File: src/noc_pkg.sv
package noc_pkg;

    // switch port map
    localparam int num_ports       = 6;
    localparam int host_port_id    = 0;
    localparam int mailbox_port_id = 5;

    // lane geometry
    localparam int lane_width = 32;
    localparam int num_lanes  = 4;

    typedef logic [lane_width-1:0] lane_t;
    typedef lane_t [num_lanes-1:0] data_t;

    // dest[2:0] selects the output port, dest[3] is the endpoint flag
    typedef logic [3:0] dest_t;
    typedef logic [1:0] id_t;

    typedef struct packed {
        data_t data;
        dest_t dest;
        id_t   id;
        logic  last;
    } flit_t;

    // one stored mailbox entry
    typedef struct packed {
        data_t data;
        id_t   id;
    } mail_t;

endpackage

File: src/pe_core.sv
module pe_core import noc_pkg::*; #(
    parameter int pe_index = 0
) (
    input  logic  clk,
    input  logic  reset,
    input  flit_t in_flit,
    input  logic  in_valid,
    output logic  in_ready,
    output flit_t out_flit,
    output logic  out_valid,
    input  logic  out_ready
);

    data_t acc;
    data_t sum;
    logic  accept;

    // lane-wise add, wraps mod 2^32
    always_comb begin
        for (int l = 0; l < num_lanes; l++) begin
            sum[l] = acc[l] + in_flit.data[l];
        end
    end

    // one reply in flight at a time
    assign in_ready = !out_valid;
    assign accept   = in_valid && in_ready;

    always_ff @(posedge clk) begin
        if (reset) begin
            acc       <= '0;
            out_valid <= 1'b0;
        end else if (accept) begin
            acc       <= sum;
            out_valid <= 1'b1;
        end else if (out_ready) begin
            out_valid <= 1'b0;
        end
    end

    always_ff @(posedge clk) begin
        if (accept) begin
            out_flit.data <= sum;
            out_flit.id   <= id_t'(pe_index);
            out_flit.last <= in_flit.last;
            // flag picks mailbox over host
            if (in_flit.dest[3]) begin
                out_flit.dest <= dest_t'(mailbox_port_id);
            end else begin
                out_flit.dest <= dest_t'(host_port_id);
            end
        end
    end

endmodule

File: config.mk
export PLATFORM = sky130hd
export DESIGN_NAME = pe_core
export DESIGN_NICKNAME = d
export VERILOG_FILES = /design/src/noc_pkg.sv /design/src/pe_core.sv
export SDC_FILE = /design/constraint.sdc
export NUM_CORES = 1
export LEC_CHECK = 0
export BUFFER_PORTS_ARGS = -buffer_cell sky130_fd_sc_hd__buf_2
export CAP_MARGIN = 20
export CORE_ASPECT_RATIO = 1.4
export CORE_UTILIZATION = 45
export CTS_CLUSTER_SIZE = 40
export DETAILED_ROUTE_END_ITERATION = 10
export PLACE_DENSITY_LB_ADDON = 0.1
export SLEW_MARGIN = 15
export SYNTH_ARGS = -nofsm -noshare
export SYNTH_HDL_FRONTEND = slang
export SYNTH_SLANG_ARGS = --single-unit
File: constraint.sdc
create_clock -name clk -period 6.1 [get_ports clk]
set_input_delay 1.22 -clock clk [delete_from_list [all_inputs] [get_ports clk]]
set_output_delay 1.22 -clock clk [all_outputs]
set_load 0.02 [all_outputs]
### After elaboration in Yosys (flattened, before gate mapping)

Cells that the tools add are included.
Widths: inputs -> output; s select.

* multiplexer cells: 3
* $add $sub $neg: 4
* shift operators: 0
* multiply operators: 0
* magnitude comparators: 0
* reduce and logical (&&, ||, !) cells: 3
* equality and inequality tests: 0
* bitwise operators: 0
* div/mod/pow operators: 0

Operator list (number)
* $add 32x32->32: 4
* $mux 3: 1
* $mux 1: 2
* $reduce_bool 2->1: 1
* $logic_and 1x1->1: 1
* $logic_not 1->1: 1

* bits in latches: 0
* bits in registers: 262
* logic and storage cells: 21
* memory bits (writable): 0
* output and inout port bits: 137
* memory bits (read-only): 0
* memories kept: 0
* input port bits: 139

### Logic depth before layout (Yosys ltp)

* depth in word-level cells: 3
* gate-level depth with buffers: 11
* depth with buffers taken out: 11

### Least setup slack after synthesis

Ideal clock, no wire load.

* path type: input port to flip-flop
* start: in in_valid
* end: reg out_flit[0] (netlist name), enable pin
* path slack: 0.088 ns
* stages: 4
* data arrival time: 5.467 ns
* setup time: 0.545 ns
* required time: 5.555 ns
* buffers on the path: 2
* path through: nand2_1 > inv_1 > clkbuf_1 > clkbuf_1

* longest elaborated chain between the ends: 1

RTL lines
* from (decl): line pe_core.sv:7 `input logic in_valid,`
* $logic_and 1x1->1: line pe_core.sv:27 `assign accept = in_valid && in_ready;`
* net accept: line pe_core.sv:16 `logic accept;`
* to (decl): line pe_core.sv:9 `output flit_t out_flit,`

The timed path passes the listed nets, and every way through them passes these cells.
A chain may end at the register's enable or synchronous reset.

==> impl_metrics.json <==
{
  "io_pins": 276,
  "drcViolationCount": 0,
  "drive_above_1_share": 0.1911,
  "switchingPower_uw": 1817,
  "h-tree-depth": 1,
  "die_x_microns": 157.2,
  "ff2ff_path_depth": 11,
  "clkPwrFrac": 0.308,
  "hold_buffers": 0,
  "hold_viol": 0,
  "reg2reg_from": "acc[64]",
  "grt_remaining_overflow": 0,
  "grt_start_max_net_pins": 146,
  "cts_root_buf": "clkbuf_16",
  "vias_per_cell": 5.437,
  "yosys.area.top_type": "edfxtp_1",
  "vias": 12495,
  "core-area_sq_um": 33210,
  "dr.pass1.iters": 5,
  "grt_usage": 0.2122,
  "row_count": 79,
  "r2r_end": "out_flit[101]",
  "post-route-min-period_ns": 3.744,
  "async_reset_ff_frac": 0,
  "start_util": 0.4568,
  "numCtsBuffers": 29,
  "hold_slack_ns": 0.4586,
  "syn_area_per_cell_sq_um": 9.483,
  "cts_tree": "done",
  "ys_ff_latch": 259,
  "yosys.area.top_type_share": 0.2573,
  "relSlewSlack": 0.3591,
  "hold_path_class": "flop to flop",
  "area_growth_pct": 17.01,
  "antenna_found_initial": 4,
  "cts_setup_buffers": 0,
  "clk_pin_slew_worst_paths_ns": 0.06,
  "p_int_uw": 3787,
  "io_buffer_count": 266,
  "setup.worst_path.start_class": "primary input",
  "yosysWarnings": 0,
  "post-route-period-util": 0.6138,
  "cts_sinks": 259,
  "combPwrFrac": 0.295,
  "synth_most_common_cell": "nand2_1",
  "drt-total-wl_microns": 36720,
  "r2r_slack_ns": 2.82,
  "maxSlewViolCount": 0,
  "seqCellArea_sq_um": 6486,
  "synthTopCellsByCount": "nand2_1, a21oi_1, edfxtp_1",
  "cp_max_fo": 5,
  "required_ns": 6.41,
  "swShare": 0.3243,
  "antenna_left": 0,
  "p_seq_frac": 0.397,
  "finalClockSkew_ns": 0.01234,
  "worstMarginPinSlew_ns": 0.9613,
  "initialDrtViolationCount": 484,
  "cp-startpoint": "in_flit[7]",
  "grt_pass1_wl_microns": 59330,
  "path_class": "primary input to flop",
  "synth-edff-count": 130,
  "dp_hpwl_microns": 26130,
  "insertion_delay_ns": 0.56,
  "outcome": "complete, no violations",
  "p_per_area_nw_per_um2": 315.7,
  "setup_viol": 0,
  "syn_inst": 1600,
  "gp_congestion": 0.8279,
  "die_h_microns": 219.3,
  "cp-end-kind": "flop",
  "synth.distinct_cells": 91,
  "grt_pass1_vias": 12083,
  "ir_drop_v": 0.0002088,
  "fin_nets": 2097,
  "grt_setup_unrepaired": "no",
  "nFillCells": 3181,
  "cts_max_path_buffers": 3,
  "routedWlPerCell_microns": 15.98,
  "synth_area_leaders": "edfxtp_1, dfxtp_1, ha_1",
  "setup_tns_ns": 0,
  "crit_end": "out_flit[37]",
  "synth.cell_area_sq_um": 15170,
  "critPathArrivalTime_ns": 4.05,
  "ys.flop_type": "edfxtp_1",
  "multi_input_area_sq_um": 8239,
  "cts.repair.resized": 0,
  "max_cap_violations": 0,
  "p_leak_uw": 0.007748,
  "ys_seq_area_frac": 0.4275,
  "max_freq_mhz": 267.1,
  "dieArea_sq_um": 34460
}
layout make-up:
class                   count  area share
diodes                      1   0.0001410
clock buffers              40     0.04659
clock inverters            13    0.006131
inverters                  37    0.008246
multi-input cells        1230      0.4641
flip-flops and latches    259      0.3654
well taps                 445     0.03136
repair buffers            273     0.07809
worst min-delay path by stage:
stage                   from        to  depth (start not counted)
CTS                  acc[50]   acc[50]                          2
detailed placement   acc[99]   acc[99]                          2
finish              acc[120]  acc[120]                          2
global placement     acc[45]   acc[45]                          2
floorplan             acc[0]    acc[0]                          2
global route         acc[39]   acc[39]                          2
cell families (layout without fill, tap and decap cells):
| logic type | count (synthesis) | in the layout | synth area share |
|---|---|---|---|
| AND/OR/NAND/NOR | 497 | 497 | 0.1522 |
| AO/OA/AOI/OAI | 480 | 480 | 0.2105 |
| flip-flops | 259 | 259 | 0.4275 |
| adder cells (fa/ha/maj) | 128 | 128 | 0.1075 |
| XOR/XNOR | 116 | 116 | 0.06787 |
| buffers and inverters | 114 | 363 | 0.03068 |
| multiplexers | 5 | 5 | 0.003464 |
| other | 1 | 5 | 0.0002472 |
flip-flops by register name, summed over array words and instances, names as in the netlist:
| signal | flops |
|---|---|
| out_flit | 130 |
| acc | 128 |
| out_valid | 1 |
routing by layer:
metal / vias up / routed length [microns] / global-route usage
li1: 6315 / - / -
met1: 5863 / 15340 / 0.2497
met2: 257 / 18600 / 0.3808
met3: 56 / 1971 / 0.04601
met4: 4 / 776 / 0.06408
met5: - / 22 / 0
power by group through the flow:
stage                     Sequential (uW)  Clock, uW  Combinational, uW
after global routing                 2250       1840               1840
after global placement               2250          0               1630
after detailed placement             2260          0               1650
after CTS                            2230       1770               1660
after floorplan                      2420          0               1070
final                                2220       1730               1660
placed cells by master, fill, tap and decap left out, types with 5 or more instances in the layout:
cell         n
a211o_1      5
a211oi_1     8
a21o_1      68
a21oi_1    206
a31oi_1     19
and2_1       9
and3_1      13
and4_1       5
buf_2      265
buf_4        8
clkbuf_1     5
clkbuf_16   29
clkbuf_8     6
clkinv_1     6
clkinv_2     6
dfxtp_1    129
edfxtp_1   130
ha_1       124
inv_1       35
nand2_1    231
nand2b_1    10
nand3_1     53
nand4_1     15
nor2_1      69
nor2b_1     10
nor3_1      34
nor4b_1      6
o211ai_1     8
o21a_1       8
o21ai_0     39
o21ai_1     19
o21bai_1    26
or2_2        5
or3_1       13
or4_1       10
xnor2_1     81
xor2_1      34
through the flow:
| step | instance area [sq um] | worst slack, ns | utilization | total power [uW] | std cells |
|---|---|---|---|---|---|
| 2_1_floorplan | 15180 | 0.08832 | - | 3490 | 1603 |
| 3_3_place_gp | 16810 | 1.799 | 0.5063 | 3885 | 2244 |
| 3_5_place_dp | 16810 | 1.769 | 0.5063 | 3913 | 2244 |
| 4_1_cts | 17750 | 2.359 | 0.5345 | 5663 | 2297 |
| 5_1_grt | 17750 | 2.175 | 0.5345 | 5925 | 2298 |
| 6_report | 17750 | 2.356 | 0.5345 | 5604 | 2298 |
worst max-delay path: stages:
cell and delay (ns):
buf_2 0.10, ha_1 0.22, fa_1 0.41, a21oi_1 0.34
o221ai_4 0.20, a31oi_4 0.26, a31oi_4 0.13, a31oi_2 0.34
o21ai_1 0.09, a21oi_1 0.40, o31a_1 0.25, xnor2_1 0.08
Note: power is estimated with default switching activity, not from simulation.
