`src/noc_pkg.sv`:
```
package noc_pkg;

    // switch port map
    localparam int num_ports       = 6;
    localparam int host_port_id    = 0;
    localparam int mailbox_port_id = 5;

    // lane geometry
    localparam int lane_width = 32;
    localparam int num_lanes  = 4;

    typedef logic [lane_width-1:0] lane_t;
    typedef lane_t [num_lanes-1:0] data_t;

    // dest[2:0] selects the output port, dest[3] is the endpoint flag
    typedef logic [3:0] dest_t;
    typedef logic [1:0] id_t;

    typedef struct packed {
        data_t data;
        dest_t dest;
        id_t   id;
        logic  last;
    } flit_t;

    // one stored mailbox entry
    typedef struct packed {
        data_t data;
        id_t   id;
    } mail_t;

endpackage

```
`src/mailbox_endpoint.sv`:
```
module mailbox_endpoint import noc_pkg::*; #(
    parameter int fifo_depth = 8
) (
    input  logic  clk,
    input  logic  reset,
    input  flit_t in_flit,
    input  logic  in_valid,
    output logic  in_ready,
    output flit_t out_flit,
    output logic  out_valid,
    input  logic  out_ready
);

    mail_t store_in;
    mail_t store_out;
    logic  store_in_valid;
    logic  store_in_ready;
    logic  store_out_valid;
    logic  store_out_ready;
    logic  is_read;
    logic  rd_accept;

    assign is_read = in_flit.dest[3];

    assign store_in.data = in_flit.data;
    assign store_in.id   = in_flit.id;

    // nothing is taken while a reply waits
    assign in_ready        = !out_valid && (is_read || store_in_ready);
    assign store_in_valid  = in_valid && !is_read && !out_valid;
    assign store_out_ready = in_valid && is_read && !out_valid;
    assign rd_accept       = in_valid && in_ready && is_read;

    stream_fifo #(
        .payload_t(mail_t),
        .depth    (fifo_depth)
    ) u_store (
        .clk      (clk),
        .reset    (reset),
        .in_data  (store_in),
        .in_valid (store_in_valid),
        .in_ready (store_in_ready),
        .out_data (store_out),
        .out_valid(store_out_valid),
        .out_ready(store_out_ready)
    );

    always_ff @(posedge clk) begin
        if (reset) begin
            out_valid <= 1'b0;
        end else if (rd_accept) begin
            out_valid <= 1'b1;
        end else if (out_ready) begin
            out_valid <= 1'b0;
        end
    end

    always_ff @(posedge clk) begin
        if (rd_accept) begin
            out_flit.dest <= dest_t'(host_port_id);
            out_flit.last <= 1'b1;
            if (store_out_valid) begin
                out_flit.data <= store_out.data;
                out_flit.id   <= store_out.id;
            end else begin
                // empty read
                out_flit.data <= '0;
                out_flit.id   <= 2'd3;
            end
        end
    end

endmodule

```
`src/stream_fifo.sv`:
```
module stream_fifo #(
    parameter type payload_t = logic,
    parameter int  depth     = 2
) (
    input  logic     clk,
    input  logic     reset,
    input  payload_t in_data,
    input  logic     in_valid,
    output logic     in_ready,
    output payload_t out_data,
    output logic     out_valid,
    input  logic     out_ready
);

    localparam int ptr_w = (depth > 1) ? $clog2(depth) : 1;
    localparam int cnt_w = $clog2(depth + 1);

    payload_t         mem [depth];
    logic [ptr_w-1:0] rd_ptr;
    logic [ptr_w-1:0] wr_ptr;
    logic [cnt_w-1:0] count;
    logic             push;
    logic             pop;

    assign out_valid = (count != '0);
    assign out_data  = mem[rd_ptr];

    // a full fifo still takes a new item when the head leaves this cycle
    assign in_ready = (count != cnt_w'(depth)) || out_ready;

    assign push = in_valid && in_ready;
    assign pop  = out_valid && out_ready;

    always_ff @(posedge clk) begin
        if (push) begin
            mem[wr_ptr] <= in_data;
        end
    end

    always_ff @(posedge clk) begin
        if (reset) begin
            rd_ptr <= '0;
            wr_ptr <= '0;
            count  <= '0;
        end else begin
            if (push) begin
                wr_ptr <= (wr_ptr == ptr_w'(depth - 1)) ? '0 : wr_ptr + 1'b1;
            end
            if (pop) begin
                rd_ptr <= (rd_ptr == ptr_w'(depth - 1)) ? '0 : rd_ptr + 1'b1;
            end
            if (push && !pop) begin
                count <= count + 1'b1;
            end else if (pop && !push) begin
                count <= count - 1'b1;
            end
        end
    end

endmodule

```
`config.mk`:
```
export PLATFORM = sky130hd
export DESIGN_NAME = mailbox_endpoint
export DESIGN_NICKNAME = d
export VERILOG_FILES = /design/src/noc_pkg.sv /design/src/mailbox_endpoint.sv /design/src/stream_fifo.sv
export SDC_FILE = /design/constraint.sdc
export NUM_CORES = 1
export LEC_CHECK = 0
export ABC_AREA = 1
export BUFFER_PORTS_ARGS = -buffer_cell sky130_fd_sc_hd__buf_4
export CELL_PAD_IN_SITES_DETAIL_PLACEMENT = 0
export CELL_PAD_IN_SITES_GLOBAL_PLACEMENT = 1
export CORE_AREA = 2 2 322 324
export DETAILED_ROUTE_END_ITERATION = 8
export DIE_AREA = 0 0 324 326
export PLACE_DENSITY_LB_ADDON = 0.3
export SETUP_SLACK_MARGIN = 0.4
export SYNTH_ARGS = -nofsm -noshare
export SYNTH_HDL_FRONTEND = slang
export SYNTH_SLANG_ARGS = --single-unit
```
`constraint.sdc`:
```
create_clock -name clk -period 10.2 [get_ports clk]
set_input_delay 0.51 -clock clk [delete_from_list [all_inputs] [get_ports clk]]
set_output_delay 0.51 -clock clk [all_outputs]
set_load 0.03 [all_outputs]
```
# Yosys cells after proc, flatten, opt, wreduce, memory -nomap -nowiden
# Memory sizes are Yosys's and may differ from the RTL's. A register that Yosys moved wholly into a read port is not among the register bits.
# Cells that the tools add are included.
# totals
n_memories,1
output_inout_bits,137
elab_cells,41
input_bits,139
reg_bits,11
ramBits,1040
# memory_table
name,words,word_bits,read_ports,rd_ports_with_merged_regs,write_ports,line_no,rtl
u_store.mem,8,130,1,1,1,stream_fifo.sv:18,payload_t mem [depth];
# classes
eq_ne,3
mux,8
addsub,4
reduce_logical,21
# ops
cell,n
logical AND 1 bit,11
2-to-1 mux 4 bit,2
"adder 3 x 1 -> 3 bit, second input constant",2
"== test 3 bit, second input constant",2
2-to-1 mux 3 bit,2
zero test 1 bit,5
"adder 4 x 1 -> 4 bit, second input constant",1
2-to-1 mux 1 bit,4
"inequality test 4 bit, second input constant",1
nonzero test 2 bit,2
nonzero test 4 bit,1
"subtractor 4 x 1 -> 4 bit, second input constant",1
logical OR 1 bit,2

# Depth between registers and ports, before layout
# Gate-level depths: netlist (run 1).
# logic_depth
word_depth,8
depth_mapped,14
depth_no_buf,14

# Modules after synthesis
# From an unflattened synthesis (run 1), not the netlist that was laid out.
# unflattened
hier_cells,3845
hier_area_um2,46617.2
# modules_own_cells
mod,cells_per_inst,area_each_um2,instances,seq_area_each_um2
stream_fifo,3422,41533.6,1,31490.2
mailbox_endpoint,423,5083.6,1,3923.8

# Worst setup path before layout (run 1)
# Ideal clock, no wire load.
# synth_timing
path_type,input-to-reg
start,in in_flit[6] (netlist name)
end,"mem u_store.mem[6][0] (netlist name), enable pin"
t_required_ns,9.420
setup_ns,0.780
path_stages,4
arrival_ns,9.743
n_path_buf,1
slack_ns,-0.323
path_cell_list,nor3b_1 nand2_1 clkbuf_1 nor3_1
# synth_between
elab_chain_cells,6
word_cells_on_any_way,9
cone_classes,mux (2); reduce/logical (7)
# synth_lines
element,line_no,rtl
from (decl),mailbox_endpoint.sv:6,"input flit_t in_flit,"
zero test 1 bit or logical AND 1 bit (tied branches),"mailbox_endpoint.sv:30, mailbox_endpoint.sv:31",
logical AND 1 bit (on tied branches),"mailbox_endpoint.sv:30, mailbox_endpoint.sv:31",
logical AND 1 bit or logical OR 1 bit (tied branches),"mailbox_endpoint.sv:30, stream_fifo.sv:29",
logical AND 1 bit (*),stream_fifo.sv:31,assign push = in_valid && in_ready;
2-to-1 mux 1 bit (*),stream_fifo.sv:35,if (push) begin
2-to-1 mux 1 bit (implied by the code) (*),stream_fifo.sv:36,mem[wr_ptr] <= in_data;
to (decl),stream_fifo.sv:18,
# Every way passes the cells marked *; elsewhere a longest branch is shown, timed or not.

# Final worst setup path (run 1)
# layout_timing
start,reg out_valid
end,"mem u_store.mem[7][4] (netlist name), enable pin"
# layout_between
elab_chain_cells,6
word_cells_on_any_way,7
cone_classes,mux (2); reduce/logical (5)
# layout_lines
element,line_no,rtl
from (decl),mailbox_endpoint.sv:10,"output logic out_valid,"
from (signal assigned),mailbox_endpoint.sv:50,out_valid <= 1'b0;
from (signal assigned),mailbox_endpoint.sv:52,out_valid <= 1'b1;
from (signal assigned),mailbox_endpoint.sv:54,out_valid <= 1'b0;
zero test 1 bit (*),"mailbox_endpoint.sv:30, mailbox_endpoint.sv:31",
logical AND 1 bit,mailbox_endpoint.sv:31,assign store_out_ready = in_valid && is_read && !out_valid;
logical OR 1 bit,stream_fifo.sv:29,assign in_ready = (count != cnt_w'(depth)) || out_ready;
logical AND 1 bit (*),stream_fifo.sv:31,
2-to-1 mux 1 bit (*),stream_fifo.sv:35,
2-to-1 mux 1 bit (implied by the code) (*),stream_fifo.sv:36,
# Marks and branches as above.

==> results of run 1 <==
-- cell usage after synthesis (2+ instances only) --
| library cell | count | area share |
|---|---|---|
| edfxtp_1 | 1170 | 0.77 |
| nor2_1 | 777 | 0.064 |
| nand2_1 | 548 | 0.045 |
| o21ai_0 | 464 | 0.051 |
| nand3_1 | 145 | 0.016 |
| a21oi_1 | 136 | 0.015 |
| clkbuf_1 | 101 | 0.0083 |
| o21ai_1 | 56 | 0.0061 |
| buf_2 | 45 | 0.0049 |
| buf_4 | 39 | 0.0064 |
| buf_6 | 19 | 0.0047 |
| buf_1 | 17 | 0.0014 |
| inv_1 | 15 | 0.0012 |
| dfxtp_1 | 11 | 0.0048 |
| nor3_1 | 8 | 0.00087 |
| ha_1 | 7 | 0.0019 |
| conb_1 | 2 | 0.00016 |
| xor2_1 | 2 | 0.00038 |
-- cell type report --
class / instances / area, um^2
Fill cell: 8703 / 49600
Sequential cell: 1181 / 35400
Multi-Input combinational cell: 2152 / 9250
Clock buffer: 155 / 3200
Timing Repair Buffer: 351 / 2760
Tap cell: 1380 / 1730
Clock inverter: 69 / 608
Inverter: 17 / 90.1
Antenna cell: 3 / 7.51
-- layer usage --
metal	vias up	global-route usage	routed length, um
met5	-	0	123
met4	18	0.0522	2010
met3	144	0.0392	5980
met2	600	0.345	53300
met1	13400	0.271	47200
li1	13100	-	-
-- cell families after synthesis --
group	count (synthesis)
AO/OA/AOI/OAI	657
XOR/XNOR	2
adder cells (fa/ha/maj)	8
buffers and inverters	238
flip-flops	1181
other	2
AND/OR/NAND/NOR	1480
-- timing repair --
item                                    4_1_cts  5_1_grt
resized for setup                             0        0
hold buffers                                 36        0
endpoints found under the hold margin       209        0
endpoints found under the setup margin        0        0
-- stage by stage --
step	util	std cells
after floorplan	-	3571
after global placement	0.476	5045
after detailed placement	0.476	5045
after CTS	0.516	5305
after global routing	0.517	5308
final	0.517	5308
-- registers in the layout (all words and copies together), names as in the netlist --
register,cells
u_store.count,4
out_flit,130
u_store.rd_ptr,3
u_store.wr_ptr,3
out_valid,1
u_store.mem,1040
-- power by group through the flow --
stage / Clock, mW / Combinational [mW] / Sequential [mW]
floorplan: 0 / 1.07 / 5.91
finish: 4.22 / 1.81 / 5.66
global placement: 0 / 1.82 / 5.76
CTS: 4.32 / 1.85 / 5.66
detailed placement: 0 / 1.83 / 5.76
global route: 4.51 / 2.04 / 5.67
-- final timing paths --
kind	start	slack, ns	endpoint	depth (start not counted)
hold reg to reg	u_store.count[3]	0.49	u_store.count[3]	2
setup / recovery	out_valid	6.83	u_store.mem[7][4]	5
setup reg to reg	out_valid	6.83	u_store.mem[7][4]	5
hold / removal	in_flit[80]	0.05	u_store.mem[7][75]	1
-- worst register-to-register path, stage by stage (launching register included) --
cell and delay (ns):
dfxtp_1 0.36, nor3b_1 0.40, nand2_1 0.44, nor3_2 0.28
buf_4 0.56, buf_4 0.87
==> flow_metrics.py, run 1 <==
metrics = {
    "outcome": {
        "status": "finished clean",
    },
    "route": {
        "drc_errors": 0,
        "wirelength_um": 109000,
        "vias_per_cell": 5.13,
        "drt_iter0_drc": 2268,
        "ant_nets": 0,
        "wl_per_cell_um": 20.4,
        "vias": 27200,
        "dr.pass1.iters": 5,
    },
    "power_and_ir_drop": {
        "p_switching_mw": 3.11,
        "peakVddDrop_mv": 0.196,
        "powerDensity_nw_per_um2": 221,
        "finalPower_mw": 11.7,
        "power.share.sequential": 0.484,
        "intPower_mw": 8.58,
        "p_sw_frac": 0.266,
        "comb_power_share": 0.155,
        "pwr-share-clk": 0.361,
        "leakagePower_nw": 18.6,
    },
    "placement": {
        "place_area_um2": 48800,
        "pre_cts_ws_ns": 6.54,
        "io_buffers": 266,
        "hpwl_um": 50000,
        "gp_congestion": 0.704,
    },
    "cts": {
        "cts-buffers-inserted": 119,
        "clock_path_buffers": 3,
        "clock-sinks": 1181,
        "insertion_delay_ns": 0.70,
        "cts_tree": "built",
        "post_cts_buffers": 0,
        "clkTransAtPathRegs_ns": 0.06,
        "htreeDepth": 3,
        "cts-root-buf": "clkbuf_16",
    },
    "sta": {
        "rsz0062_at_grt": "no",
        "max-slew-margin-rel": 0.264,
        "drv_slew": 0,
        "tightestPinTransition_ns": 1.10,
        "setup_viol": 0,
        "holdWs_ns": 0.0491,
        "min_period_ns": 3.37,
        "period_share": 0.330,
        "finalSetupTns_ns": 0,
        "max_freq_ghz": 0.297,
        "final-hold-violation-count": 0,
        "clock_skew_ns": 0.0206,
        "worst_slack_ns": 6.83,
    },
    "cells_and_area": {
        "area_growth_pct": 15.8,
        "final_cell_mix": "1170 x edfxtp_1, 776 x nor2_1, 548 x nand2_1",
        "fin_nets": 3969,
        "fin_area_um2": 53000,
        "drive_above_1_share": 0.126,
        "mostFrequentLayoutCell": "edfxtp_1",
    },
    "setup_path": {
        "slowest_stage": "buf_4",
        "start_kind": "flip-flop",
        "worstPathArrival_ns": 3.67,
        "crit_path_end_kind": "flip-flop",
        "crit_fanout": 54,
        "critical_path_required_ns": 10.50,
        "cp_top_family": "buffers and inverters",
        "crit_path_max_incr_delay_ns": 0.86,
        "worstSetupPathType": "reg -> reg",
        "path_cells": "nor3b_1 -> nand2_1 -> nor3_2 -> buf_4 -> buf_4",
        "cpMostUsedCell": "buf_4",
        "critPathBufInv": 2,
    },
    "die": {
        "io_pins": 276,
        "core_um2": 103000,
        "dieWidth_um": 324,
        "start_util": 0.446,
        "dieArea_um2": 106000,
        "rows": 118,
        "die_h_um": 326,
    },
    "grt": {
        "grt_antenna_before_repair": 12,
        "grt-ovfl-total": 0,
        "grt_pass1_vias": 26700,
        "grt_max_degree": 268,
        "track_usage": 0.204,
        "grt_pass1_wl_um": 162000,
    },
    "yosys": {
        "synthCells": 3568,
        "ys_types": 24,
        "muxShareOfSynthArea": 0,
        "synth_edf_count": 1170,
        "synth_seq_area_share": 0.772,
        "synth-simple-area-share": 0.126,
        "synth_top_family_by_area": "simple AND/OR/NAND/NOR gates",
        "syn_area_per_cell_um2": 12.8,
        "synth_compound_area_frac": 0.0719,
        "synth_area_um2": 45800,
        "synth_fa_ha_area_frac": 0.00235,
        "synth_warnings": 0,
        "ys.flop_type": "edfxtp_1",
        "synth-xor-area-share": 0.000383,
        "async_flop_share": 0,
        "ys_ff_latch": 1181,
    },
    "min_path": {
        "hp-class": "in -> reg",
    },
    "flow_run": {
        "maxCapViolations": 0,
    },
}
No activity file was read; power rests on OpenSTA's default activity.
==> inputs of run 2 (changes only) <==
--- a/config.mk
+++ b/config.mk
@@ -9,9 +9,9 @@
 export BUFFER_PORTS_ARGS = -buffer_cell sky130_fd_sc_hd__buf_4
 export CELL_PAD_IN_SITES_DETAIL_PLACEMENT = 0
 export CELL_PAD_IN_SITES_GLOBAL_PLACEMENT = 1
-export CORE_AREA = 2 2 322 324
+export CORE_AREA = 2 2 306 308
 export DETAILED_ROUTE_END_ITERATION = 8
-export DIE_AREA = 0 0 324 326
+export DIE_AREA = 0 0 308 310
 export PLACE_DENSITY_LB_ADDON = 0.3
 export SETUP_SLACK_MARGIN = 0.4
 export SYNTH_ARGS = -nofsm -noshare
==> constraint.sdc (replaced) <==
create_clock -name clk -period 3.5 [get_ports clk]
set_input_delay 0.175 -clock clk [delete_from_list [all_inputs] [get_ports clk]]
set_output_delay 0.175 -clock clk [all_outputs]
set_load 0.03 [all_outputs]
==> flow_metrics.py, run 2 (synthesis results as in run 1) <==
metrics = {
    "sta": {
        "clock_skew_ns": 0.0261,
        "drv_slew": 0,
        "setup_viol": 0,
        "finalSetupTns_ns": 0,
        "rsz0062_at_grt": "no",
        "min_period_ns": 2.35,
        "max-slew-margin-rel": 0.143,
        "period_share": 0.671,
        "final-hold-violation-count": 0,
        "tightestPinTransition_ns": 1.29,
        "worst_slack_ns": 1.15,
        "holdWs_ns": 0.0876,
        "max_freq_ghz": 0.426,
    },
    "route": {
        "drc_errors": 0,
        "ant_nets": 0,
        "wirelength_um": 107000,
        "wl_per_cell_um": 20.6,
        "dr.pass1.iters": 5,
        "vias": 27900,
        "vias_per_cell": 5.35,
        "drt_iter0_drc": 2763,
    },
    "setup_path": {
        "crit_path_end_kind": "flip-flop",
        "crit_fanout": 5,
        "r2r-start": "u_store.count[0]",
        "r2r-end": "u_store.count[3]",
        "start_kind": "flip-flop",
        "cpMostUsedCell": "nand2_1",
        "path_cells": "nor2_1 -> nand3_1 -> nand2_1 -> inv_1 -> ha_2 -> inv_2 -> ha_4 -> or2_4 -> nand2_1 -> nand2_1 -> nand2_1 -> nand2_1 -> a21oi_1",
        "worstSetupPathType": "reg -> reg",
        "ff2ff_path_depth": 13,
        "crit_path_max_incr_delay_ns": 0.36,
        "slowest_stage": "dfxtp_1",
        "reg2reg_setup_slack_ns": 1.15,
        "worstPathArrival_ns": 2.97,
        "critical_path_required_ns": 4.12,
    },
    "power_and_ir_drop": {
        "leakagePower_nw": 19.1,
        "power.share.sequential": 0.482,
        "pwr-share-clk": 0.357,
        "peakVddDrop_mv": 0.680,
        "comb_power_share": 0.161,
        "finalPower_mw": 34.2,
        "powerDensity_nw_per_um2": 632,
        "intPower_mw": 25.0,
        "p_sw_frac": 0.267,
        "p_switching_mw": 9.13,
    },
    "cts": {
        "htreeDepth": 3,
        "clock-sinks": 1181,
        "insertion_delay_ns": 0.70,
        "post_cts_buffers": 0,
        "cts_tree": "built",
        "hold_buffers": 132,
        "cts-root-buf": "clkbuf_16",
        "clkTransAtPathRegs_ns": 0.06,
        "clock_path_buffers": 3,
        "cts-buffers-inserted": 117,
        "cts_resized": 0,
    },
    "cells_and_area": {
        "fin_area_um2": 54100,
        "drive_above_1_share": 0.126,
        "regMostFlops": "u_store.mem",
        "reg_top3": "u_store.mem: 1040 flops, out_flit: 130 flops, u_store.count: 4 flops",
        "fin_nets": 4065,
        "multiInputGateArea_um2": 9320,
        "seq_area_um2": 35400,
        "utilization": 0.585,
        "n_fill_cell": 7291,
        "final_cell_mix": "1170 x edfxtp_1, 776 x nor2_1, 548 x nand2_1",
        "mostFrequentLayoutCell": "edfxtp_1",
        "area_growth_pct": 18.1,
        "largest_register_ffs": 1040,
        "finalNonFillerCells": 5214,
    },
    "die": {
        "core_um2": 92500,
        "dieArea_um2": 95500,
        "rows": 112,
        "dieWidth_um": 308,
        "start_util": 0.495,
        "die_h_um": 310,
        "io_pins": 276,
    },
    "min_path": {
        "hp-class": "in -> reg",
        "hold_end": "u_store.rd_ptr[0]",
        "holdCritStartpoint": "in_valid",
        "holdPathStages": 5,
    },
    "placement": {
        "io_buffers": 266,
        "dp.cells": 4864,
        "hpwl_um": 48400,
        "place_area_um2": 49000,
        "pre_cts_ws_ns": 1.15,
        "gp_congestion": 0.717,
    },
    "grt": {
        "grt_antenna_before_repair": 11,
        "grt_max_degree": 217,
        "grt-ovfl-total": 0,
        "gr-usage-met3": 0.0346,
        "grt_pass1_vias": 26400,
        "busiest_layer": "met2",
        "grt_pass1_wl_um": 160000,
        "track_usage": 0.223,
        "use_met1": 0.305,
        "grt_use_met2": 0.377,
    },
    "flow_run": {
        "maxCapViolations": 0,
    },
    "outcome": {
        "status": "finished clean",
    },
}
==> run 2: cell count changes in the layout (fill, tap and decap cells not counted), moves of 7 or more <==
cell           change
dlygate4sd3_1     +96
buf_12            +25
buf_4             -23
nor3_2             -8
nor3_4             +8
clkbuf_1           -7
clkinv_1           -7
==> run 2: area by class of cell <==
| cell class | instances | area share |
|---|---|---|
| sequential | 1181 | 0.654 |
| multi-input combinational | 2152 | 0.172 |
| timing repair buffer | 449 | 0.0749 |
| clock buffer | 144 | 0.0568 |
| tap | 1197 | 0.0277 |
| clock inverter | 70 | 0.0121 |
| inverter | 17 | 0.00167 |
| antenna | 4 | 0.000185 |
==> run 2: per-layer routing <==
layer  part of all wire  vias up
met4              0.016       14
met5            0.00078        -
met2               0.50      750
met1               0.43    13700
li1                   -    13300
met3              0.054      123
==> run 2: power groups by stage <==
stage                     sequential (mW)  combinational, mW  clock (mW)
final                                16.5               5.49        12.2
after CTS                            16.5               5.54        12.4
after global routing                 16.5               6.10        13.0
after floorplan                      17.1               3.15           0
after global placement               16.8               5.34           0
after detailed placement             16.8               5.38           0
==> run 2: critical path: cells and delay by family, from the launching register on <==
family | cells | cell delay [ns]
buf+inv | 2 | 0.25
flops | 1 | 0.36
simple gates | 8 | 1.12
compound gates | 1 | 0.11
fa+ha+maj | 2 | 0.43
==> run 2: worst max path at each step <==
stage | start | endpoint | cells past startpoint
2_1_floorplan | out_valid | u_store.mem[1][0] | 4
3_3_place_gp | u_store.count[0] | u_store.count[3] | 13
3_5_place_dp | u_store.count[0] | u_store.count[3] | 13
4_1_cts | u_store.count[0] | u_store.count[3] | 13
5_1_grt | u_store.count[0] | u_store.count[3] | 13
6_report | u_store.count[0] | u_store.count[3] | 13
