## src/noc_pkg.sv

```systemverilog
package noc_pkg;

    // switch port map
    localparam int num_ports       = 6;
    localparam int host_port_id    = 0;
    localparam int mailbox_port_id = 5;

    // lane geometry
    localparam int lane_width = 32;
    localparam int num_lanes  = 4;

    typedef logic [lane_width-1:0] lane_t;
    typedef lane_t [num_lanes-1:0] data_t;

    // dest[2:0] selects the output port, dest[3] is the endpoint flag
    typedef logic [3:0] dest_t;
    typedef logic [1:0] id_t;

    typedef struct packed {
        data_t data;
        dest_t dest;
        id_t   id;
        logic  last;
    } flit_t;

    // one stored mailbox entry
    typedef struct packed {
        data_t data;
        id_t   id;
    } mail_t;

endpackage

```

## src/host_port.sv

```systemverilog
module host_port import noc_pkg::*; #(
    parameter int fifo_depth = 2
) (
    input  logic  clk,
    input  logic  reset,
    input  flit_t in_flit,
    input  logic  in_valid,
    output logic  in_ready,
    output flit_t to_switch_flit,
    output logic  to_switch_valid,
    input  logic  to_switch_ready,
    input  flit_t from_switch_flit,
    input  logic  from_switch_valid,
    output logic  from_switch_ready,
    output flit_t out_flit,
    output logic  out_valid,
    input  logic  out_ready
);

    // ingress toward switch port 0
    stream_fifo #(
        .payload_t(flit_t),
        .depth    (fifo_depth)
    ) u_ingress (
        .clk      (clk),
        .reset    (reset),
        .in_data  (in_flit),
        .in_valid (in_valid),
        .in_ready (in_ready),
        .out_data (to_switch_flit),
        .out_valid(to_switch_valid),
        .out_ready(to_switch_ready)
    );

    // egress from switch port 0
    stream_fifo #(
        .payload_t(flit_t),
        .depth    (fifo_depth)
    ) u_egress (
        .clk      (clk),
        .reset    (reset),
        .in_data  (from_switch_flit),
        .in_valid (from_switch_valid),
        .in_ready (from_switch_ready),
        .out_data (out_flit),
        .out_valid(out_valid),
        .out_ready(out_ready)
    );

endmodule

```

## src/stream_fifo.sv

```systemverilog
module stream_fifo #(
    parameter type payload_t = logic,
    parameter int  depth     = 2
) (
    input  logic     clk,
    input  logic     reset,
    input  payload_t in_data,
    input  logic     in_valid,
    output logic     in_ready,
    output payload_t out_data,
    output logic     out_valid,
    input  logic     out_ready
);

    localparam int ptr_w = (depth > 1) ? $clog2(depth) : 1;
    localparam int cnt_w = $clog2(depth + 1);

    payload_t         mem [depth];
    logic [ptr_w-1:0] rd_ptr;
    logic [ptr_w-1:0] wr_ptr;
    logic [cnt_w-1:0] count;
    logic             push;
    logic             pop;

    assign out_valid = (count != '0);
    assign out_data  = mem[rd_ptr];

    // a full fifo still takes a new item when the head leaves this cycle
    assign in_ready = (count != cnt_w'(depth)) || out_ready;

    assign push = in_valid && in_ready;
    assign pop  = out_valid && out_ready;

    always_ff @(posedge clk) begin
        if (push) begin
            mem[wr_ptr] <= in_data;
        end
    end

    always_ff @(posedge clk) begin
        if (reset) begin
            rd_ptr <= '0;
            wr_ptr <= '0;
            count  <= '0;
        end else begin
            if (push) begin
                wr_ptr <= (wr_ptr == ptr_w'(depth - 1)) ? '0 : wr_ptr + 1'b1;
            end
            if (pop) begin
                rd_ptr <= (rd_ptr == ptr_w'(depth - 1)) ? '0 : rd_ptr + 1'b1;
            end
            if (push && !pop) begin
                count <= count + 1'b1;
            end else if (pop && !push) begin
                count <= count - 1'b1;
            end
        end
    end

endmodule

```

## config.mk

```make
export PLATFORM = sky130hd
export DESIGN_NAME = host_port
export DESIGN_NICKNAME = d
export VERILOG_FILES = /design/src/noc_pkg.sv /design/src/host_port.sv /design/src/stream_fifo.sv
export SDC_FILE = /design/constraint.sdc
export NUM_CORES = 1
export LEC_CHECK = 0
export BUFFER_PORTS_ARGS = -buffer_cell sky130_fd_sc_hd__buf_4
export CAP_MARGIN = 25
export CORE_AREA = 3 3 212 214
export DETAILED_ROUTE_END_ITERATION = 12
export DIE_AREA = 0 0 215 217
export PLACE_DENSITY = 0.71
export SLEW_MARGIN = 20
export SYNTH_ARGS = -nofsm -noshare
export SYNTH_HDL_FRONTEND = slang
export SYNTH_HIERARCHICAL = 1
export SYNTH_SLANG_ARGS = --single-unit
```

## constraint.sdc

```tcl
create_clock -name clk -period 4.6 [get_ports clk]
set_input_delay 1.38 -clock clk [delete_from_list [all_inputs] [get_ports clk]]
set_output_delay 1.38 -clock clk [all_outputs]
set_load 0.05 [all_outputs]
```

Word level (Yosys, flattened, before mapping):

Memories as Yosys holds them, arrays and structs flattened. A register that Yosys moved wholly into a read port is not among the register bits.
Cells that the tools add are included.

* multipliers: 0
* divide/modulo/power cells: 0
* reduce and logical (&&, ||, !) cells: 18
* magnitude comparators: 0
* shifts and indexed selects: 0
* equality and inequality tests: 2
* multiplexer cells: 16
* bitwise logic cells: 0
* $add $sub $neg: 8

Operator list (count)
* 2-to-1 mux 1 bit: 12
* logical AND 1 bit: 8
* 2-to-1 mux 2 bit: 4
* nonzero test 2 bit: 4
* adder 1 bit, second input constant: 4
* adder 2 x 1 -> 2 bit, second input constant: 2
* logical NOT 1 bit: 4
* != test 2 bit, second input constant: 2
* subtractor 2 x 1 -> 2 bit, second input constant: 2
* logical OR 1 bit: 2

* bits in registers: 8
* memory bits (writable): 540
* memory bits (read-only): 0
* bits in latches: 0
* memories: 2
* output and inout bits: 274

Memories
* u_egress.mem: words 2, bits a word 135, read ports 1, clocked after Yosys merged registers in 1, wr ports 1, RTL line stream_fifo.sv:18 `payload_t mem [depth];`
* u_ingress.mem: words 2, bits a word 135, read ports 1, clocked after Yosys merged registers in 1, wr ports 1, RTL line stream_fifo.sv:18

Longest topological paths before layout:

Gate-level depths: netlist of the first run.

* depth in word-level cells: 7
* depth in mapped cells: 6

Hierarchy:

Netlist of the first run, hierarchy kept.

By module, submodules not included
* stream_fifo: cells each 445, area an instance 9983.3 um^2, instances 2

Worst setup path after synthesis of the first run:

No wires, ideal clock.

* path type: input to register
* start: in out_ready
* end: mem u_egress/mem[0][0] (netlist name), enable pin
* setup slack: 0.345 ns
* buffers on the path: 0
* stages on the path: 3
* arrival time: 3.805 ns
* cells stage by stage: or3b_4 -> and2_4 -> nor2b_4

* cells in the longest elaborated chain, start to end: 4

Ends and longest elaborated chain
* start, declared: RTL line host_port.sv:17 `input logic out_ready`
* logical OR 1 bit: RTL line stream_fifo.sv:29 `assign in_ready = (count != cnt_w'(depth)) || out_ready;`
* logical AND 1 bit: RTL line stream_fifo.sv:31 `assign push = in_valid && in_ready;`
* via u_egress.push: RTL line stream_fifo.sv:22 `logic push;`
* 2-to-1 mux 1 bit: RTL line stream_fifo.sv:35 `if (push) begin`
* 2-to-1 mux 1 bit (not written as such): RTL line stream_fifo.sv:36 `mem[wr_ptr] <= in_data;`
* end, declared: RTL line stream_fifo.sv:18

The timed path passes the listed nets, and every way through them passes these cells.

==> summary.md, run 1 <==
| Metric | Value |
|---|---|
| Die X-Extent | 215 um |
| Synth Instances | 890 |
| RSZ-0062 raised after global routing | no |
| Clk sinks | 550 |
| Final wirelength | 46500 um |
| Chip height | 217 um |
| Largest net degree at the start of global routing | 81 |
| Initial antenna violation count | 2 |
| Internal power | 10.5 mW |
| Initial Util | 46.4% |
| Clock tree buffer depth | 3 |
| Synth Flop Type | edfxtp_1 |
| Crit path max fanout | 46 |
| Switching Fraction | 35.5% |
| Post-CTS Hold Buffers | 0 |
| CORE AREA | 0.0431 mm^2 |
| Drt wl/cell | 22.0 um |
| First-pass GRT wire length | 68100 um |
| Antenna-violating nets left | 0 |
| Post-Route Skew | 0.0167 ns |
| Worst-Margin Slew | 0.967 ns |
| Die ar. | 0.0467 mm^2 |
| Cell with the most instances after synthesis | edfxtp_1 |
| Sequential share of power | 39.1% |
| Fin Setup TNS | 0 ns |
| Ys Warns | 6 |
| Area leader, netlist | edfxtp_1 |
| TritonCTS Buffers | 55 |
| Fraction of layout cells with a size suffix above 1 | 60.9% |
| CP Data Arrival Time | 2.50 ns |
| Port-buffer cells | 549 |
| Top sig layer | met4 |
| Slew Limit Fails | 0 |
| WHS | 0.513 ns |
| R2r worst-path depth | 4 |
| Synth Register Bits | 550 |
| Max Clock Freq | 0.258 GHz |
| Distinct cell type count after synthesis | 19 |
| Resized cells post-CTS | 0 |
| Routed wl met2 | 24900 um |
| Postcts setup bufs | 0 |
| Wl on met1 | 16800 um |
| Post-synth top cells | edfxtp_1 (540), mux2_2 (270), buf_2 (18) |
| Wire length on met3 | 2980 um |
| Post-synthesis area per instance | 22.4 um^2 |
| First-pass DRT Iterations | 5 |
| Top cells by area, synth | edfxtp_1 (81%), mux2_2 (15%), dfxtp_1 (1.0%) |
| Leakage power | 9.87 nW |
| Setup CP Type | flip-flop to primary output |
| Area growth, synth to finish | 33.4% |
| Global Route Usage Sum | 19.2% |
| CP Capture Type | primary output |
| DR DRC count | 0 |
| Via count | 10500 |
| CTS tree | yes |
| Total grt overflow | 0 |
| Starting DRT DRC Count | 617 |
| Rel. slew slack | 35.5% |
| Clock transition at the registers of the reported paths | 0.06 ns |
| Final #Nets | 1764 |
| HPWL after DPL | 32400 um |
| Power share of the clock group | 26.4% |
| Top cell type's share of synthesized area | 81.2% |
| Via density | 4.96 |
| FP Rows | 76 |
| Sequential cell area fraction in the yosys report | 82.2% |
| CP startpoint kind | flip-flop |
| Placer Congestion | 0.831 |
| Minimum clock period | 3.88 ns |
| Number of global-route vias before repair | 11300 |
| Max-cap violations | 0 |
| Run status | finished, final reports clean |
| Syn Nets | 1168 |
| Net switching power | 5.76 mW |
| Logic pwr share | 34.6% |
| I/O pin cnt | 550 |
| Worst Hold Class | flip-flop to flip-flop |
| Clk_lat worst skew | 0.58 ns |
| Synth Cell Area | 0.0200 mm^2 |
| Asr flop ratio synth | 0% |
| Hold Crit Depth | 2 |
| Setup violators final | 0 |
| Worst EP required | 3.22 ns |
| Post-synth EDFFs | 540 |
| PD cells | 610 mW/mm^2 |
| # H-tree levels | 2 |
| Final worst-path cycle share | 84.4% |
| Maximum vdd drop | 0.463 mV |
| Root Driver | clkbuf_16 |
| Fin. Hold Viols | 0 |
cells in the final DEF, fill, tap and decap left out, types with 4 or more instances in the layout:
cell	netlist	final
buf_4	0	559
edfxtp_1	540	540
mux2_2	270	270
clkbuf_16	0	57
clkbuf_1	0	13
clkinv_2	0	11
clkinv_1	0	10
buf_12	0	10
nor2_1	8	8
dfxtp_1	10	8
xor2_1	6	6
clkinvlp_4	0	5
bufinv_16	0	4
o21ai_0	4	4
sequential cells by signal, summed over array words and instances (netlist names), named ones only:
name              count
u_egress/count        2
u_ingress/count       2
u_egress/mem        270
u_ingress/mem       270
u_egress/wr_ptr       1
u_ingress/rd_ptr      1
u_egress/rd_ptr       1
u_ingress/wr_ptr      1
worst paths after layout:
check	slack, ns	endpoint	start
worst max-delay path	0.72	out_flit[52]	flip-flop
worst min-delay path	0.51	flip-flop	u_ingress/rd_ptr
worst max register to register	2.36	u_ingress/mem[0][15]	u_ingress/count[0]
worst min register to register	0.51	flip-flop	u_ingress/rd_ptr
cell type report:
type | count | area [um^2]
Antenna cell | 2 | 5.00
Clock inverter | 31 | 256
Sequential cell | 550 | 16400
Timing Repair Buffer | 569 | 4400
Tap cell | 585 | 732
Fill cell | 3132 | 16400
Multi-Input combinational cell | 310 | 3330
Clock buffer | 71 | 1490
cell families after synthesis:
kind of cell / after synthesis / share of synthesized area (%)
adders and majority gates: 2 / 0.125
xor gates and xnor gates: 6 / 0.263
DFF: 550 / 82.2
buffers and inverters: 30 / 1.13
AOI/OAI and AO/OA: 8 / 0.238
and+or+nand+nor: 24 / 0.802
muxes: 270 / 15.2
layer usage:
metal / vias to the layer above / GRT usage (%)
met3: 111 / 5.19
met5: - / 0
met4: 0 / 7.76
met1: 5267 / 21.7
met2: 371 / 34.7
li1: 4748 / -
critical path, stage by stage (launching register included):
cell	delay [ns]
dfxtp_4	0.77
buf_4	0.48
mux2_2	0.43
buf_4	0.20
stage by stage:
stage / total power [mW] / instances / area [um^2] / setup WS, ns / util (%)
floorplan: 10.4 / 890 / 20000 / 0.345 / -
global placement: 12.0 / 2014 / 24900 / 1.15 / 57.8
detailed placement: 12.1 / 2014 / 24900 / 1.13 / 57.8
CTS: 16.4 / 2116 / 26600 / 0.684 / 61.8
global route: 16.8 / 2118 / 26600 / 0.631 / 61.8
finish: 16.2 / 2118 / 26600 / 0.720 / 61.8
power by group through the flow:
stage | Combinational, mW | Clock [mW] | Sequential [mW]
after floorplan | 4.04 | 0 | 6.31
after global placement | 5.62 | 0 | 6.42
after detailed placement | 5.64 | 0 | 6.46
after CTS | 5.66 | 4.40 | 6.35
after global routing | 5.81 | 4.61 | 6.40
final | 5.62 | 4.28 | 6.35
Power figures use the tool's default switching activity.
==> run 2, diff against run 1 <==
--- a/config.mk
+++ b/config.mk
@@ -7,10 +7,10 @@
 export LEC_CHECK = 0
 export BUFFER_PORTS_ARGS = -buffer_cell sky130_fd_sc_hd__buf_4
 export CAP_MARGIN = 25
-export CORE_AREA = 3 3 212 214
+export CORE_MARGIN = 3
+export CORE_UTILIZATION = 47
 export DETAILED_ROUTE_END_ITERATION = 12
-export DIE_AREA = 0 0 215 217
-export PLACE_DENSITY = 0.71
+export PLACE_DENSITY = 0.76
 export SLEW_MARGIN = 20
 export SYNTH_ARGS = -nofsm -noshare
 export SYNTH_HDL_FRONTEND = slang
==> constraint.sdc (replaced) <==
create_clock -name clk -period 3.39 [get_ports clk]
set_input_delay 1.017 -clock clk [delete_from_list [all_inputs] [get_ports clk]]
set_output_delay 1.017 -clock clk [all_outputs]
set_load 0.05 [all_outputs]
==> run 2 against run 1 <==
Effect of this change: flip-flop and latch count unchanged; wire length fell by 0.58%; first-iteration DRC count shrank 3.1%; design area increased by 0.25%; non-clock buffer count up 9; critical path depth stayed put; sequential power is 35% higher; core utilization grew 2.7 points; combinational power up 38%; final cell count decreased by 2.2%; clock skew rose by 0.0015 ns; highest routed layer unchanged.
==> summary.md, run 2 (same netlist as run 1, synthesis figures left out) <==
| Metric | Value |
|---|---|
| First-pass GRT wire length | 66100 um (was 68100 um) |
| Worst Path Buf+Inv | 2 (unchanged) |
| Area growth, synth to finish | 33.7% (was 33.4%) |
| Clock transition at the registers of the reported paths | 0.06 ns (about the same) |
| Setup slack, reg-to-reg | 1.29 ns (was 2.36 ns) |
| CTS tree | yes (unchanged) |
| HPWL after DPL | 32900 um (was 32400 um) |
| Via count | 10500 (about the same) |
| Commonest cells after routing, fill and taps aside | buf_4 (561), edfxtp_1 (540), mux2_2 (270) (was buf_4 (559), edfxtp_1 (540), mux2_2 (270)) |
| Commonest non-fill, non-tap cell in the layout | buf_4 (unchanged) |
| CORE AREA | 0.0414 mm^2 (was 0.0431 mm^2) |
| Fill cells | 2810 (was 3132) |
| End of the worst register-to-register path | u_egress/mem[0][130] (was u_ingress/mem[0][15]) |
| Clock tree buffer depth | 3 (unchanged) |
| Resized cells post-CTS | 0 (unchanged) |
| Crit path largest cell delay | 0.64 ns (was 0.77 ns) |
| Crit path max-delay cell type | dfxtp_4 (unchanged) |
| Fin. Hold Viols | 0 (unchanged) |
| Final #Nets | 1773 (was 1764) |
| Starting DRT DRC Count | 598 (was 617) |
| Worst EP required | 2.37 ns (was 3.22 ns) |
| Number of global-route vias before repair | 11300 (about the same) |
| Initial Util | 48.2% (was 46.4%) |
| Chip height | 212 um (was 217 um) |
| Final wirelength | 46200 um (was 46500 um) |
| CP startpoint kind | flip-flop (unchanged) |
| Hold Path End | u_ingress/rd_ptr |
| Largest net degree at the start of global routing | 53 (was 81) |
| TritonCTS Buffers | 55 (unchanged) |
| Leakage power | 9.93 nW (was 9.87 nW) |
| Initial antenna violation count | 3 (was 2) |
| Worst-Margin Slew | 0.710 ns (was 0.967 ns) |
| Register area | 0.0164 mm^2 (unchanged) |
| I/O pin cnt | 550 (unchanged) |
| CP Data Arrival Time | 2.23 ns (was 2.50 ns) |
| Slew Limit Fails | 0 (unchanged) |
| Fraction of layout cells with a size suffix above 1 | 61.0% (was 60.9%) |
| Global Route Usage Sum | 19.7% (was 19.2%) |
| DR DRC count | 0 (unchanged) |
| Critical path, cell by cell | buf_4 > mux2_2 > buf_4 (unchanged) |
| PD cells | 826 mW/mm^2 (was 610 mW/mm^2) |
| R2r worst-path depth | 4 (unchanged) |
| Placer Congestion | 0.801 (was 0.831) |
| Sequential share of power | 38.8% (was 39.1%) |
| Via density | 5.05 (was 4.96) |
| Power share of the clock group | 26.1% (was 26.4%) |
| Final worst-path cycle share | 95.7% |
| Max Clock Freq | 0.308 GHz |
| Worst Hold Class | flip-flop to flip-flop (unchanged) |
| Post-CTS Hold Buffers | 0 (unchanged) |
| Logic pwr share | 35.1% (was 34.6%) |
| Hold Crit Depth | 2 (unchanged) |
| RSZ-0062 raised after global routing | no (unchanged) |
| First-pass DRT Iterations | 4 (was 5) |
| Total power | 22.0 mW (was 16.2 mW) |
| Setup CP Type | flip-flop to primary output (unchanged) |
| CP top delay family | flip-flops (unchanged) |
| Critical R2R Launch | u_egress/count[0] (was u_ingress/count[0]) |
| Minimum clock period | 3.24 ns |
| Clk_lat worst skew | 0.57 ns (was 0.58 ns) |
| Multi-input logic area | 0.00333 mm^2 (unchanged) |
| Die ar. | 0.0450 mm^2 (was 0.0467 mm^2) |
| FP Rows | 74 (was 76) |
| Crit path max fanout | 31 (was 46) |
| Setup violators final | 0 (unchanged) |
| Biggest regs | u_egress/mem: 270 flops, u_ingress/mem: 270 flops (unchanged) |
| Core Util, Final | 64.5% (was 61.8%) |
| Root Driver | clkbuf_16 (unchanged) |
| Port-buffer cells | 549 (unchanged) |
| Switching Fraction | 35.3% (was 35.5%) |
| Net switching power | 7.78 mW (was 5.76 mW) |
| # H-tree levels | 2 (unchanged) |
| Max-cap violations | 0 (unchanged) |
| CP Capture Type | primary output (unchanged) |
| Clk sinks | 550 (unchanged) |
| Die X-Extent | 212 um (was 215 um) |
| Hold Startpoint | u_ingress/rd_ptr (unchanged) |
| Total grt overflow | 0 (unchanged) |
| Internal power | 14.3 mW (was 10.5 mW) |
| Postcts setup bufs | 0 (unchanged) |
| Drt wl/cell | 22.3 um (was 22.0 um) |
| Critical Path Most Common Cell | buf_4 (unchanged) |
| Antenna-violating nets left | 0 (unchanged) |
| Maximum vdd drop | 0.640 mV (was 0.463 mV) |
| Run status | finished, final reports clean (unchanged) |
| Rel. slew slack | 52.5% (was 35.5%) |
| Post-Route Skew | 0.0182 ns (was 0.0167 ns) |
==> run 2: cell types whose count changed in the layout (fill, tap and decap cells not counted), sizes merged <==
cell,delta
diode,+1
buf,+9
clkinvlp,-1
clkinv,-5
clkbuf,+3
==> run 2: per-stage QoR <==
step                setup TNS (ns)  worst slack (ns)  hold WS, ns  cell area, um^2  instances
detailed placement               0             0.654        0.512            25000       1970
floorplan                  -141.25            -0.502        0.465            20000        890
global route                     0            0.0513        0.562            26700       2072
CTS                              0            0.0793        0.525            26700       2069
global placement                 0             0.658        0.485            25000       1970
finish                           0             0.147        0.526            26700       2072
==> run 2: worst max path at each step <==
stage | startpoint | endpoint | cells after the start
global placement | to_switch_ready | in_ready | 3
CTS | flip-flop | to_switch_flit[1] | 3
global route | flip-flop | to_switch_flit[1] | 3
finish | flip-flop | to_switch_flit[1] | 3
floorplan | out_ready | u_egress/mem[0][0] | 3
detailed placement | out_ready | u_egress/mem[0][134] | 5
==> run 2: worst reg2reg max path: stages (launching register included) <==
cell	delay, ns
dfxtp_1	0.43
or3b_4	0.19
and2_4	0.16
nor2b_4	0.60
buf_4	0.39
==> run 2: final cells by class <==
cell class              instances  share of cell area (%)
repair buffers                578                    17.0
multi-input cells             310                    12.5
diodes                          3                  0.0281
clock buffers                  74                    5.58
well taps                     532                    2.49
flip-flops and latches        550                    61.5
clock inverters                25                   0.862
==> run 2: power groups by stage <==
| stage | Combinational, mW | Clock, mW | Sequential [mW] |
|---|---|---|---|
| 3_3_place_gp | 7.72 | 0 | 8.65 |
| 5_1_grt | 8.00 | 6.17 | 8.62 |
| 2_1_floorplan | 5.49 | 0 | 8.56 |
| 3_5_place_dp | 7.76 | 0 | 8.70 |
| 4_1_cts | 7.79 | 5.90 | 8.56 |
| 6_report | 7.73 | 5.77 | 8.55 |
==> run 2: layer usage <==
metal	wire length (um)	vias to the layer above	GRT usage [%]
met3	3030	112	4.99
met4	2120	0	9.77
met1	16600	5228	21.9
li1	-	4773	-
met2	24500	350	35.2
met5	0	-	0
==> run 3, diff against run 2 <==
--- a/config.mk
+++ b/config.mk
@@ -14,5 +14,4 @@
 export SLEW_MARGIN = 20
 export SYNTH_ARGS = -nofsm -noshare
 export SYNTH_HDL_FRONTEND = slang
-export SYNTH_HIERARCHICAL = 1
 export SYNTH_SLANG_ARGS = --single-unit
==> run 3 against run 2 <==
Effect of this change: setup slack better by 0.073 ns; largest cell class unchanged; critical endpoint is now to_switch_flit[0]; die area is essentially flat; wire length up 1.8%; global-route usage increased by 0.11 points; final cell count grew 0.24%; via count is 1.5% higher; combinational power barely moved; sequential power hardly changed; synthesized cell count grew 0.11%; synthesized area barely moved; total power barely moved; highest routed layer unchanged.
==> summary.md, run 3 <==
| Metric | Value |
|---|---|
| Chip height | 212 um (about the same) |
| Starting DRT DRC Count | 581 (was 598) |
| Commonest cells after routing, fill and taps aside | buf_4 (567), edfxtp_1 (540), mux2_2 (270) (was buf_4 (561), edfxtp_1 (540), mux2_2 (270)) |
| RSZ-0062 raised after global routing | no (unchanged) |
| Biggest regs | u_egress.mem: 270 flops, u_ingress.mem: 270 flops (was u_egress/mem: 270 flops, u_ingress/mem: 270 flops) |
| Initial Util | 48.3% (was 48.2%) |
| Max-cap violations | 0 (unchanged) |
| Total grt overflow | 0 (unchanged) |
| Syn Nets | 1169 (was 1168) |
| Post-Route Skew | 0.0169 ns (was 0.0182 ns) |
| Commonest non-fill, non-tap cell in the layout | buf_4 (unchanged) |
| DP Area | 0.0249 mm^2 (was 0.0250 mm^2) |
| Final WS setup | 0.220 ns (was 0.147 ns) |
| Synth Cell Area | 0.0200 mm^2 (about the same) |
| Post-synthesis area per instance | 22.4 um^2 (about the same) |
| Worst-Margin Slew | 0.778 ns (was 0.710 ns) |
| Max Clock Freq | 0.316 GHz (was 0.308 GHz) |
| DP Cell Count | 1971 (was 1970) |
| Worst Hold Class | flip-flop to flip-flop (unchanged) |
| CORE AREA | 0.0414 mm^2 (unchanged) |
| Maximum vdd drop | 0.596 mV (was 0.640 mV) |
| Via density | 5.11 (was 5.05) |
| Ys Warns | 0 (was 6) |
| Crit path largest cell delay | 0.55 ns (was 0.64 ns) |
| Root Driver | clkbuf_16 (unchanged) |
| Top cells by area, synth | edfxtp_1 (81%), mux2_2 (15%), dfxtp_1 (1.0%) (unchanged) |
| FP Rows | 74 (unchanged) |
| CP Capture Type | primary output (unchanged) |
| Placer Congestion | 0.828 (was 0.801) |
| First-pass DRT Iterations | 5 (was 4) |
| Final #Nets | 1774 (was 1773) |
| PD cells | 827 mW/mm^2 (was 826 mW/mm^2) |
| TritonCTS Buffers | 55 (unchanged) |
| Drt wl/cell | 22.6 um (was 22.3 um) |
| Postcts setup bufs | 0 (unchanged) |
| Synth Instances | 891 (was 890) |
| Top cell type's share of synthesized area | 81.2% (about the same) |
| Final non-filler cell area | 0.0266 mm^2 (was 0.0267 mm^2) |
| Clock transition at the registers of the reported paths | 0.06 ns (about the same) |
| HPWL after DPL | 33200 um (was 32900 um) |
| Resized cells post-CTS | 0 (unchanged) |
| Distinct cell type count after synthesis | 20 (was 19) |
| CTS tree | yes (unchanged) |
| Final wirelength | 47000 um (was 46200 um) |
| Worst EP required | 2.37 ns (about the same) |
| Area leader, netlist | edfxtp_1 (unchanged) |
| Post-synth EDFFs | 540 (unchanged) |
| Cell with the most instances after synthesis | edfxtp_1 (unchanged) |
| Critical path, cell by cell | buf_12 > mux2_2 > buf_4 (was buf_4 > mux2_2 > buf_4) |
| Fill cells | 2797 (was 2810) |
| Clk sinks | 550 (unchanged) |
| CP startpoint kind | flip-flop (unchanged) |
| Largest net degree at the start of global routing | 59 (was 53) |
| Run status | finished, final reports clean (unchanged) |
| First-pass GRT wire length | 66500 um (was 66100 um) |
| Core Util, Final | 64.4% (was 64.5%) |
| Leakage power | 9.93 nW (about the same) |
| Initial antenna violation count | 4 (was 3) |
| Post-CTS Hold Buffers | 0 (unchanged) |
| Post-synth top cells | edfxtp_1 (540), mux2_2 (270), buf_2 (18) (unchanged) |
| Fraction of layout cells with a size suffix above 1 | 60.8% (was 61.0%) |
| Synth Flop Type | edfxtp_1 (unchanged) |
| Die X-Extent | 212 um (about the same) |
| Number of global-route vias before repair | 11300 (about the same) |
| Minimum clock period | 3.17 ns (was 3.24 ns) |
| Clk_lat worst skew | 0.59 ns (was 0.57 ns) |
| Sequential cell area fraction in the yosys report | 82.2% (about the same) |
| DP Worst Slack | 0.652 ns (was 0.654 ns) |
| Total power | 22.0 mW (about the same) |
| DR DRC count | 0 (unchanged) |
| Port-buffer cells | 549 (unchanged) |
| Setup violators final | 0 (unchanged) |
| Synth Register Bits | 550 (unchanged) |
| Crit path max fanout | 58 (was 31) |
| Setup CP Type | flip-flop to primary output (unchanged) |
| Area growth, synth to finish | 33.4% (was 33.7%) |
| Asr flop ratio synth | 0% (unchanged) |
| Die ar. | 0.0450 mm^2 (about the same) |
| CP Data Arrival Time | 2.15 ns (was 2.23 ns) |
| Clock tree buffer depth | 3 (unchanged) |
| Crit path max-delay cell type | dfxtp_4 (unchanged) |
| I/O pin cnt | 550 (unchanged) |
| Via count | 10600 (was 10500) |
| # H-tree levels | 2 (unchanged) |
| Slew Limit Fails | 0 (unchanged) |
| Antenna-violating nets left | 0 (unchanged) |
| Global Route Usage Sum | 19.8% (was 19.7%) |
| Fin. Hold Viols | 0 (unchanged) |
| Rel. slew slack | 48.1% (was 52.5%) |
| Finished Layout Cells | 2077 (was 2072) |
| Final worst-path cycle share | 93.5% (was 95.7%) |
==> run 3: final cells by class <==
| cell class | count | area (um^2) | area share (%) |
|---|---|---|---|
| repair buffers | 579 | 4500 | 16.9 |
| well taps | 532 | 666 | 2.50 |
| clock inverters | 32 | 264 | 0.991 |
| flip-flops and latches | 550 | 16400 | 61.6 |
| clock buffers | 70 | 1450 | 5.46 |
| diodes | 4 | 10.0 | 0.0376 |
| multi-input cells | 310 | 3330 | 12.5 |
==> run 3: final timing paths <==
path / slack [ns] / cells after the start / to / from
min reg2reg: 0.51 / 2 / u_ingress.rd_ptr / u_ingress.rd_ptr
max: 0.22 / 3 / to_switch_flit[0] / flip-flop
max reg2reg: 1.34 / 3 / u_ingress.mem[1][70] / u_ingress.count[0]
min: 0.51 / 2 / u_ingress.rd_ptr / u_ingress.rd_ptr
==> run 3: kinds of logic (layout without fill, tap and decap cells) <==
kind of cell | after synthesis | in the layout | share of synthesized area [%]
mux | 270 | 270 | 15.2
compound gates | 8 | 8 | 0.238
other cells | 0 | 4 | 0
fa+ha+maj | 2 | 2 | 0.125
flops | 550 | 550 | 82.2
xor+xnor | 6 | 6 | 0.263
simple gates | 24 | 24 | 0.802
buf+inv | 31 | 681 | 1.15
==> run 3: per-layer routing <==
metal	track usage (%)	wire, um	share of wire (%)
met1	22.2	16800	36
met2	34.4	24600	52
met3	5.12	2960	6.3
met4	11.3	2590	5.5
met5	0	0	0
==> run 3: per-stage QoR <==
step           hold slack, ns  TNS, ns
6_report                0.510        0
4_1_cts                 0.513        0
3_5_place_dp            0.499        0
5_1_grt                 0.542        0
2_1_floorplan           0.472  -140.95
3_3_place_gp            0.486        0
==> run 3: where the power goes <==
part           internal (mW)  leakage, nW  total [mW]  switching, mW
Clock                   3.33        0.840        5.75           2.42
Sequential              8.27         5.14        8.54          0.261
Combinational           2.60         3.95        7.76           5.16
Total                   14.2         9.93        22.0           7.84
==> run 3: worst max-delay path, delay by kind of cell (launching register included) <==
kind | cells | cell delay (ns)
mux | 1 | 0.42
buf+inv | 2 | 0.53
flops | 1 | 0.55
